## config.mk

```make
export PLATFORM = sky130hd
export DESIGN_NAME = fma_top
export DESIGN_NICKNAME = d
export VERILOG_FILES = /design/src/verilog/fma_pkg.sv /design/src/verilog/booth_pp_gen.sv /design/src/verilog/fma_unpack.sv /design/src/verilog/fma_mul_align.sv /design/src/verilog/fma_add.sv /design/src/verilog/fma_normalize.sv /design/src/verilog/fma_round.sv /design/src/verilog/fma_top.sv
export VERILOG_INCLUDE_DIRS = /design/src /design/src/verilog
export SDC_FILE = /design/constraint.sdc
export NUM_CORES = 2
export LEC_CHECK = 0
export ABC_AREA = 1
export BUFFER_PORTS_ARGS = -buffer_cell sky130_fd_sc_hd__buf_2
export CELL_PAD_IN_SITES_DETAIL_PLACEMENT = 1
export CELL_PAD_IN_SITES_GLOBAL_PLACEMENT = 2
export CORE_MARGIN = 2
export CORE_UTILIZATION = 36
export CTS_CLUSTER_DIAMETER = 120
export DETAILED_ROUTE_END_ITERATION = 6
export PLACE_DENSITY = 0.84
export SLEW_MARGIN = 10
export SYNTH_ARGS = -nofsm -noshare
export SYNTH_HDL_FRONTEND = slang
export SYNTH_SLANG_ARGS = --single-unit
```

## constraint.sdc

```tcl
create_clock -name clk -period 13.1 [get_ports clk]
set_input_delay 2.62 -clock clk [delete_from_list [all_inputs] [get_ports clk]]
set_output_delay 2.62 -clock clk [all_outputs]
set_load 0.01 [all_outputs]
```

## src/verilog/fma_cfg.svh

```systemverilog
// fma configuration: binary32 field widths, exponent bias and pipeline sizes
`ifndef FMA_CFG_SVH
`define FMA_CFG_SVH

// binary32 exponent field
`define FMA_EXP_W     8

// fraction plus hidden bit
`define FMA_MAN_W     24

`define FMA_BIAS      127

// signed adder window, product plus addend headroom
`define FMA_SUM_W     76

// radix-4 booth rows for a 24-bit multiplier
`define FMA_PP_N      13

// one register bank per stage
`define FMA_LATENCY   5

`endif

```

## src/verilog/fma_pkg.sv

```systemverilog
// fma_pkg: binary32 operand type and the payload types passed between pipeline stages
`default_nettype none
`include "fma_cfg.svh"

package fma_pkg;

   // biased exponent with room for products and normalization offsets
   typedef logic signed [`FMA_EXP_W+1:0] exp_t;

   typedef struct packed {
      logic                  sign;
      logic [`FMA_EXP_W-1:0] exp;
      logic [`FMA_MAN_W-2:0] frac;
   } fp32_t;

   typedef enum logic {
      ALIGN_LEFT  = 1'b0,  // addend above the product
      ALIGN_RIGHT = 1'b1
   } align_dir_e;

   typedef enum logic {
      MODE_ADDEND = 1'b0,  // product only reaches sticky
      MODE_SUM    = 1'b1
   } add_mode_e;

   typedef struct packed {
      logic [`FMA_MAN_W-1:0] man_a;
      logic [`FMA_MAN_W-1:0] man_b;
      logic [`FMA_MAN_W-1:0] man_c;
      logic                  prod_sign;
      logic                  eff_sub;
      exp_t                  prod_exp;
      logic [`FMA_EXP_W:0]   shift;      // magnitude of exp_c - prod_exp
      align_dir_e            dir;
      logic                  prod_zero;
   } unpack_t;

   typedef struct packed {
      logic [2*`FMA_MAN_W-1:0] prod;
      logic [`FMA_SUM_W-1:0]   addend;   // sticky already folded into bit 0
      exp_t                    ref_exp;  // exponent of window bit 47
      add_mode_e               mode;
      logic                    prod_sign;
      logic                    c_sign;
   } prod_t;

   typedef struct packed {
      logic [`FMA_SUM_W-1:0] mag;
      logic                  sign;
      exp_t                  ref_exp;
      logic                  zero;
   } sum_t;

   typedef struct packed {
      logic [`FMA_MAN_W+2:0] mant;       // 24 bits, guard, round, sticky
      exp_t                  exp;
      logic                  sign;
      logic                  zero;
   } norm_t;

endpackage

`default_nettype wire

```

## src/verilog/booth_pp_gen.sv

```systemverilog
// booth_pp_gen: radix-4 booth partial product for one three-bit multiplier window
`timescale 1ns/1ps
`default_nettype none
`include "fma_cfg.svh"

module booth_pp_gen (
   input  logic [`FMA_MAN_W:0]     multiplicand,
   input  logic [2:0]              window,
   output logic [2*`FMA_MAN_W+1:0] partial_product
);

   logic [2*`FMA_MAN_W+1:0] one_x;
   logic [2*`FMA_MAN_W+1:0] two_x;
   logic [2*`FMA_MAN_W+1:0] mag;
   logic                    neg;

   assign one_x = {{(`FMA_MAN_W+1){1'b0}}, multiplicand};
   assign two_x = one_x << 1;

   always_comb begin
      case (window)
         3'b001, 3'b010: mag = one_x;  // +1
         3'b101, 3'b110: mag = one_x;  // -1
         3'b011, 3'b100: mag = two_x;  // +2 / -2
         default:        mag = '0;     // 000 and 111
      endcase
      neg = window[2] && (window != 3'b111);
   end

   // sign extended over the full row, positional shift left to the caller
   assign partial_product = neg ? (~mag + 1'b1) : mag;

endmodule

`default_nettype wire

```

## src/verilog/fma_unpack.sv

```systemverilog
// fma_unpack: stage 1, operand split, product exponent and addend alignment shift
`timescale 1ns/1ps
`default_nettype none
`include "fma_cfg.svh"

module fma_unpack (
   input  logic             clk,
   input  logic             reset,
   input  fma_pkg::fp32_t   a,
   input  fma_pkg::fp32_t   b,
   input  fma_pkg::fp32_t   c,
   output fma_pkg::unpack_t stage_out
);

   fma_pkg::unpack_t nxt;
   fma_pkg::exp_t    exp_diff;   // exp_c minus product exponent
   fma_pkg::exp_t    exp_mag;

   always_comb begin
      nxt = '0;

      // hidden bit only for nonzero exponents
      nxt.man_a = {a.exp != '0, a.frac};
      nxt.man_b = {b.exp != '0, b.frac};
      nxt.man_c = {c.exp != '0, c.frac};

      nxt.prod_sign = a.sign ^ b.sign;
      nxt.eff_sub   = a.sign ^ b.sign ^ c.sign;
      nxt.prod_zero = (a.exp == '0) || (b.exp == '0);

      nxt.prod_exp = fma_pkg::exp_t'({2'b00, a.exp})
                     + fma_pkg::exp_t'({2'b00, b.exp})
                     - fma_pkg::exp_t'(`FMA_BIAS);

      exp_diff = fma_pkg::exp_t'({2'b00, c.exp}) - nxt.prod_exp;

      // negative difference means c sits below the product
      if (exp_diff < 0) begin
         nxt.dir = fma_pkg::ALIGN_RIGHT;
         exp_mag = -exp_diff;
      end else begin
         nxt.dir = fma_pkg::ALIGN_LEFT;
         exp_mag = exp_diff;
      end
      nxt.shift = exp_mag[`FMA_EXP_W:0];
   end

   always_ff @(posedge clk) begin
      if (reset)
         stage_out <= '0;
      else
         stage_out <= nxt;
   end

   // direction feeds the stage 2 mux select
   a_dir_known: assert property (@(posedge clk) disable iff (reset)
      !$isunknown(stage_out.dir));

endmodule

`default_nettype wire

```

## src/verilog/fma_mul_align.sv

```systemverilog
// fma_mul_align: stage 2, booth/carry-save mantissa product and addend alignment with sticky
`timescale 1ns/1ps
`default_nettype none
`include "fma_cfg.svh"

module fma_mul_align (
   input  logic             clk,
   input  logic             reset,
   input  fma_pkg::unpack_t stage_in,
   output fma_pkg::prod_t   stage_out
);

   localparam int MAN_W    = `FMA_MAN_W;
   localparam int SUM_W    = `FMA_SUM_W;
   localparam int PROD_W   = 2*MAN_W;
   localparam int PP_W     = 2*MAN_W + 2;
   localparam int LEFT_MAX = SUM_W - PROD_W - 2;  // 26, largest in-window left shift

   logic [PP_W-1:0]    pp [`FMA_PP_N];
   logic [MAN_W+2:0]   mul_ext;
   logic [PP_W-1:0]    lv1 [9];
   logic [PP_W-1:0]    lv2 [6];
   logic [PP_W-1:0]    lv3 [4];
   logic [PP_W-1:0]    lv4 [3];
   logic [PP_W-1:0]    lv5 [2];
   logic [PP_W-1:0]    prod_full;
   logic [PROD_W-1:0]  product;
   logic [SUM_W-1:0]   ext_c;
   logic [SUM_W-1:0]   right_c;
   logic [SUM_W-1:0]   lost_mask;
   logic               c_sticky;
   logic               addend_only;
   fma_pkg::exp_t      shift_s;
   fma_pkg::exp_t      exp_c;
   fma_pkg::prod_t     nxt;

   // 3:2 compressor over a whole row, carries moved up one place
   function automatic logic [2*PP_W-1:0] csa32(input logic [PP_W-1:0] x,
                                               input logic [PP_W-1:0] y,
                                               input logic [PP_W-1:0] z);
      logic [PP_W-1:0] carry;
      carry = (x & y) | (y & z) | (x & z);
      return {carry << 1, x ^ y ^ z};
   endfunction

   assign mul_ext = {2'b00, stage_in.man_b, 1'b0};  // implicit zero below bit 0

   genvar gi;
   generate
      for (gi = 0; gi < `FMA_PP_N; gi++) begin : g_pp
         logic [PP_W-1:0] row;
         booth_pp_gen i_booth (
            .multiplicand    ({1'b0, stage_in.man_a}),
            .window          (mul_ext[2*gi+2 -: 3]),
            .partial_product (row)
         );
         assign pp[gi] = row << (2*gi);
      end
   endgenerate

   // 13 -> 9 -> 6 -> 4 -> 3 -> 2
   always_comb begin
      for (int k = 0; k < 4; k++)
         {lv1[2*k+1], lv1[2*k]} = csa32(pp[3*k], pp[3*k+1], pp[3*k+2]);
      lv1[8] = pp[`FMA_PP_N-1];
      for (int k = 0; k < 3; k++)
         {lv2[2*k+1], lv2[2*k]} = csa32(lv1[3*k], lv1[3*k+1], lv1[3*k+2]);
      for (int k = 0; k < 2; k++)
         {lv3[2*k+1], lv3[2*k]} = csa32(lv2[3*k], lv2[3*k+1], lv2[3*k+2]);
      {lv4[1], lv4[0]} = csa32(lv3[0], lv3[1], lv3[2]);
      lv4[2] = lv3[3];
      {lv5[1], lv5[0]} = csa32(lv4[0], lv4[1], lv4[2]);
   end

   assign prod_full = lv5[0] + lv5[1];
   assign product   = prod_full[PROD_W-1:0];

   always_comb begin
      ext_c     = SUM_W'(stage_in.man_c) << MAN_W;  // units bit at 47, level with product
      right_c   = ext_c >> stage_in.shift;
      lost_mask = ~({SUM_W{1'b1}} << stage_in.shift);
      c_sticky  = |(ext_c & lost_mask);
      shift_s   = fma_pkg::exp_t'({1'b0, stage_in.shift});
      if (stage_in.dir == fma_pkg::ALIGN_LEFT)
         exp_c = stage_in.prod_exp + shift_s;
      else
         exp_c = stage_in.prod_exp - shift_s;

      // zero product or c far above it
      addend_only = stage_in.prod_zero
                    || (stage_in.dir == fma_pkg::ALIGN_LEFT
                        && stage_in.shift > LEFT_MAX
                        && stage_in.man_c[MAN_W-1]);

      nxt           = '0;
      nxt.prod_sign = stage_in.prod_sign;
      nxt.c_sign    = stage_in.prod_sign ^ stage_in.eff_sub;
      if (addend_only) begin
         nxt.mode    = fma_pkg::MODE_ADDEND;
         nxt.prod    = PROD_W'(|product);
         nxt.addend  = ext_c;
         nxt.ref_exp = exp_c;
      end else begin
         nxt.mode    = fma_pkg::MODE_SUM;
         nxt.prod    = product;
         nxt.ref_exp = stage_in.prod_exp;
         if (stage_in.dir == fma_pkg::ALIGN_LEFT)
            nxt.addend = ext_c << stage_in.shift;
         else
            nxt.addend = right_c | SUM_W'(c_sticky);
      end
   end

   always_ff @(posedge clk) begin
      if (reset)
         stage_out <= '0;
      else
         stage_out <= nxt;
   end

endmodule

`default_nettype wire

```

## src/verilog/fma_add.sv

```systemverilog
// fma_add: stage 3, signed window add of product and addend with magnitude and sign recovery
`timescale 1ns/1ps
`default_nettype none
`include "fma_cfg.svh"

module fma_add (
   input  logic           clk,
   input  logic           reset,
   input  fma_pkg::prod_t stage_in,
   output fma_pkg::sum_t  stage_out
);

   localparam int SUM_W = `FMA_SUM_W;

   logic [SUM_W-1:0] prod_win;
   logic [SUM_W-1:0] raw;
   logic             eff_sub;
   logic             neg;
   fma_pkg::sum_t    nxt;

   always_comb begin
      eff_sub = stage_in.prod_sign ^ stage_in.c_sign;

      if (stage_in.mode == fma_pkg::MODE_SUM)
         prod_win = SUM_W'({stage_in.prod, 1'b0});  // units bit at 47
      else
         prod_win = SUM_W'(stage_in.prod[0]);       // sticky under every addend bit

      if (eff_sub)
         raw = prod_win + ~stage_in.addend + 1'b1;
      else
         raw = prod_win + stage_in.addend;

      // top bit never carries a magnitude, so it is the sign
      neg = raw[SUM_W-1];

      nxt         = '0;
      nxt.mag     = neg ? -raw : raw;
      nxt.zero    = (raw == '0);
      nxt.ref_exp = stage_in.ref_exp;
      if (nxt.zero)
         nxt.sign = stage_in.prod_sign & stage_in.c_sign;  // -0 only from two negatives
      else
         nxt.sign = stage_in.prod_sign ^ neg;
   end

   always_ff @(posedge clk) begin
      if (reset)
         stage_out <= '0;
      else
         stage_out <= nxt;
   end

endmodule

`default_nettype wire

```

## src/verilog/fma_normalize.sv

```systemverilog
// fma_normalize: stage 4, leading-zero count, normalizing shift and exponent adjust
`timescale 1ns/1ps
`default_nettype none
`include "fma_cfg.svh"

module fma_normalize (
   input  logic          clk,
   input  logic          reset,
   input  fma_pkg::sum_t stage_in,
   output fma_pkg::norm_t stage_out
);

   localparam int SUM_W   = `FMA_SUM_W;
   localparam int KEEP    = `FMA_MAN_W + 2;        // mantissa, guard, round
   localparam int WIN_POS = SUM_W - 2*`FMA_MAN_W;  // bit 75 sits 28 above bit 47

   logic [6:0]       lzc;
   logic [SUM_W-1:0] shifted;
   fma_pkg::norm_t   nxt;

   // last hit from the bottom is the leading one
   function automatic logic [6:0] lead_zeros(input logic [SUM_W-1:0] x);
      logic [6:0] cnt;
      cnt = 7'(SUM_W);
      for (int i = 0; i < SUM_W; i++)
         if (x[i])
            cnt = 7'(SUM_W - 1 - i);
      return cnt;
   endfunction

   always_comb begin
      lzc     = lead_zeros(stage_in.mag);
      shifted = stage_in.mag << lzc;

      nxt      = '0;
      nxt.mant = {shifted[SUM_W-1 -: KEEP], |shifted[SUM_W-KEEP-1:0]};
      nxt.exp  = stage_in.ref_exp + fma_pkg::exp_t'(WIN_POS)
                 - fma_pkg::exp_t'({3'b000, lzc});
      nxt.sign = stage_in.sign;
      nxt.zero = stage_in.zero;
   end

   always_ff @(posedge clk) begin
      if (reset)
         stage_out <= '0;
      else
         stage_out <= nxt;
   end

   // a nonzero sum must come out with the leading one on top
   a_norm_msb: assert property (@(posedge clk) disable iff (reset)
      (stage_in.mag != '0) |=> stage_out.mant[KEEP]);

endmodule

`default_nettype wire

```

## src/verilog/fma_round.sv

```systemverilog
// fma_round: stage 5, round to nearest even on guard/round/sticky and pack into binary32
`timescale 1ns/1ps
`default_nettype none
`include "fma_cfg.svh"

module fma_round (
   input  logic           clk,
   input  logic           reset,
   input  fma_pkg::norm_t stage_in,
   output fma_pkg::fp32_t result
);

   localparam int MAN_W = `FMA_MAN_W;

   logic [MAN_W-1:0] keep;
   logic [MAN_W:0]   rounded;   // extra bit for the carry out
   logic [MAN_W-1:0] mant_n;
   logic             guard;
   logic             rnd;
   logic             sticky;
   logic             round_up;
   logic             is_zero;
   fma_pkg::exp_t    exp_fin;
   fma_pkg::fp32_t   nxt;

   always_comb begin
      keep   = stage_in.mant[MAN_W+2:3];
      guard  = stage_in.mant[2];
      rnd    = stage_in.mant[1];
      sticky = stage_in.mant[0];

      // above half, or exactly half with an odd lsb
      round_up = guard && (rnd || sticky || keep[0]);
      rounded  = {1'b0, keep} + (MAN_W+1)'(round_up);

      // carry out leaves 1.000..., shift back and bump the exponent
      mant_n  = rounded[MAN_W] ? rounded[MAN_W:1] : rounded[MAN_W-1:0];
      exp_fin = stage_in.exp + fma_pkg::exp_t'({1'b0, rounded[MAN_W]});

      // empty pipe slots also arrive without a leading one
      is_zero = stage_in.zero || !stage_in.mant[MAN_W+2];

      nxt = '0;
      nxt.sign = stage_in.sign;
      if (!is_zero) begin
         nxt.exp  = exp_fin[`FMA_EXP_W-1:0];
         nxt.frac = mant_n[MAN_W-2:0];
      end
   end

   always_ff @(posedge clk) begin
      if (reset)
         result <= '0;
      else
         result <= nxt;
   end

   // nonzero results stay inside the normal range
   a_exp_normal: assert property (@(posedge clk) disable iff (reset)
      (!stage_in.zero && stage_in.mant[MAN_W+2])
      |=> (result.exp != '0 && result.exp != '1));

endmodule

`default_nettype wire

```

## src/verilog/fma_top.sv

```systemverilog
// fma_top: five-stage pipelined binary32 fused multiply-add, result = a*b + c
`timescale 1ns/1ps
`default_nettype none

module fma_top (
   input  logic        clk,
   input  logic        reset,
   input  logic [31:0] a,
   input  logic [31:0] b,
   input  logic [31:0] c,
   output logic [31:0] result
);

   fma_pkg::unpack_t s1_unpack;
   fma_pkg::prod_t   s2_prod;
   fma_pkg::sum_t    s3_sum;
   fma_pkg::norm_t   s4_norm;

   fma_unpack i_unpack (
      .clk       (clk),
      .reset     (reset),
      .a         (a),
      .b         (b),
      .c         (c),
      .stage_out (s1_unpack)
   );

   fma_mul_align i_mul_align (
      .clk       (clk),
      .reset     (reset),
      .stage_in  (s1_unpack),
      .stage_out (s2_prod)
   );

   fma_add i_add (
      .clk       (clk),
      .reset     (reset),
      .stage_in  (s2_prod),
      .stage_out (s3_sum)
   );

   fma_normalize i_normalize (
      .clk       (clk),
      .reset     (reset),
      .stage_in  (s3_sum),
      .stage_out (s4_norm)
   );

   // registered inside the round stage
   fma_round i_round (
      .clk      (clk),
      .reset    (reset),
      .stage_in (s4_norm),
      .result   (result)
   );

endmodule

`default_nettype wire

```

==> impl_metrics.ini <==
[outcome]
status = complete, no violations

[grt]
grt_util_met3 = 0.0273
grt-ovfl-total = 0
grt_max_degree = 119
grt.busiest_layer = met2
grt_pass1_vias = 55469
antenna_found_initial = 5
grt_usage = 0.293
gr-usage-met1 = 0.403
grt_pass1_wl_um = 335000
grt_use_met2 = 0.472

[worst_hold_path]
hold_depth = 2
hold_path_class = register to register
hold_path_end = i_normalize.stage_out[1]
min_from = i_add.stage_out[11]

[critical_path]
worstSetupPathType = register to register
r2r_cells = 55
max_stage_delay_ps = 710
r2r_start = i_unpack.stage_out[48]
cp.required_ps = 13650
r2r_end = i_mul_align.stage_out[89]
rrSetupSlack_ps = 1260
critPathArrivalTime_ps = 12380
cp-start-kind = register
endpoint_kind = register
cp_max_fo = 24
cpLargestDelayFamily = adder cells
crit_top_cell = inv_1
cp_slowest_cell = dfxtp_1
cp_num_buf_inv = 13

[drt]
first_pass_iters = 5
route.detailed.drc = 0
vias_per_cell = 5.48
routedWlPerCell_um = 22.0
ant_nets = 0
drt_wl_total_um = 220000
num_vias = 54793
drtIter0Drc = 4232

[finish]
drive_gt1_frac = 0.0508
layout_commonest_cell = nand2_1
area_delta_synth_final_pct = 8.09
layout_common_cells = nand2_1, inv_1, nor2_1, nand3_1, o21ai_0
fin_nets = 8751
final.fill_count = 18870

[timing]
rsz0062_at_grt = no
max_freq_ghz = 0.0845
min_period_ps = 11840
tightest_slew_ps = 1100
hold_viol_final = 0
whs_ps = 429
setup_viol = 0
max_slew_margin = 0.265
setup_tns_ps = 0
finalCritPeriodShare = 0.904
finalMaxSlewViolations = 0
clock_skew_ps = 40.2

[cts]
cts-resized-gates = 0
cts.clk_slew.worst_paths_ps = 60
cts_tree = done
root_buffer = clkbuf_16
numCtsBuffers = 51
numClockSinks = 383
post-cts-setup-buffers = 0
cts_hold_buffers = 0
clock_latency_ps = 660
clk_path_buf_depth = 3
h-tree-depth = 2

[synthesis]
synth_seq_cells = 383
async_flop_share = 0
synth.avg_cell_area_um2 = 6.38
ys_warn_count = 0
seq_area_frac_synth = 0.148
syn_nets = 8838
syn_inst = 8134
synth-edff-count = 0
syn_area_mm2 = 0.0519
synth.distinct_cells = 78
ys.flop_type = dfxtp_1

[floorplan]
die_area_mm2 = 0.147
die_w_um = 384
core_area_mm2 = 0.143
io_pins = 130
die_h_um = 384
start_util = 0.362
rows = 139

[placed_design]
io_buffers = 129
routabilityCongestion = 0.960
hpwl_um = 182000

[flow_run]
cap_violations = 0
==> layout make-up <==
| type | instances | area [µm²] | area share |
|---|---|---|---|
| Tap cell | 1903 | 2380 | 0.0425 |
| Clock inverter | 31 | 415 | 0.00741 |
| Multi-Input combinational cell | 5975 | 37500 | 0.670 |
| Inverter | 1416 | 5320 | 0.0948 |
| Clock buffer | 63 | 1390 | 0.0248 |
| Timing Repair Buffer | 220 | 1350 | 0.0240 |
| Sequential cell | 383 | 7670 | 0.137 |
| Antenna cell | 1 | 2.50 | 0.0000446 |
==> synthesized netlist by cell type (9+ instances only) <==
cell type	n	share of area
nor4_1	57	0.0069
fa_1	362	0.14
o31ai_1	35	0.0051
o22ai_1	301	0.036
nand3_1	534	0.052
buf_1	59	0.0043
o21bai_1	17	0.0025
inv_2	13	0.00094
o211ai_1	21	0.0030
o221ai_1	18	0.0030
o21a_1	19	0.0028
clkinv_1	17	0.0012
nand2_1	1480	0.11
a31oi_1	38	0.0046
or2_2	24	0.0029
mux2i_1	19	0.0037
a21oi_1	412	0.040
dfxtp_1	383	0.15
o21ai_1	48	0.0046
o2111ai_1	9	0.0015
nand4_1	81	0.0098
nor3_1	218	0.021
a211oi_1	14	0.0020
a21o_1	10	0.0014
clkbuf_1	273	0.020
xor2_1	291	0.049
inv_1	1386	0.10
buf_2	19	0.0018
ha_1	244	0.059
o21ai_0	497	0.048
xnor2_1	155	0.026
nor2_1	936	0.068
==> routing by layer <==
| metal | vias to the layer above | wire length (µm) |
|---|---|---|
| li1 | 26002 | - |
| met1 | 26900 | 101000 |
| met2 | 1550 | 98500 |
| met3 | 339 | 11300 |
| met4 | 2 | 9630 |
| met5 | - | 13 |
==> flip-flops by register name (all words and copies together) (netlist names) <==
| register | count |
|---|---|
| i_normalize.stage_out | 37 |
| i_unpack.stage_out | 93 |
| i_round.result | 32 |
| i_add.stage_out | 86 |
| i_mul_align.stage_out | 135 |
==> kinds of logic (layout without fill, tap and decap cells) <==
logic type,after synthesis,after routing,synth area share
xor+xnor,450,450,0.0766
flops,383,383,0.148
mux,19,19,0.00367
fa+ha+maj,606,606,0.199
other cells,0,1,0
simple gates,3387,3387,0.276
compound gates,1513,1513,0.168
buf+inv,1776,1730,0.130
==> worst register-to-register path, delay by kind of cell (launching register included) <==
family	cells	cell delay, ps
adders and majority gates	7	3080
and+or+nand+nor	18	3010
DFF	1	710
buffers and inverters	13	1720
xor gates and xnor gates	2	350
AOI/OAI and AO/OA	15	2850
==> per-stage QoR <==
step           instance area, µm²  setup WS, ps   util  instances
2_1_floorplan               51900          3640      -       8134
3_3_place_gp                54200          1340  0.378       9897
3_5_place_dp                54200          1130  0.378       9897
4_1_cts                     56000          1100  0.391       9991
5_1_grt                     56000           105  0.391       9991
6_report                    56100          1260  0.391       9992
==> worst max path at each step <==
stage | endpoint | depth (start not counted) | startpoint
after detailed placement | i_mul_align.stage_out[89] | 55 | i_unpack.stage_out[48]
final | i_mul_align.stage_out[89] | 55 | i_unpack.stage_out[48]
after floorplan | i_mul_align.stage_out[89] | 52 | i_unpack.stage_out[73]
after global placement | i_mul_align.stage_out[89] | 55 | i_unpack.stage_out[48]
after CTS | i_mul_align.stage_out[89] | 55 | i_unpack.stage_out[48]
after global routing | i_mul_align.stage_out[89] | 55 | i_unpack.stage_out[48]
Power is left out: the tool's default activity adds up to more than one toggle a clock period on the data nets, which glitch-free logic cannot reach.
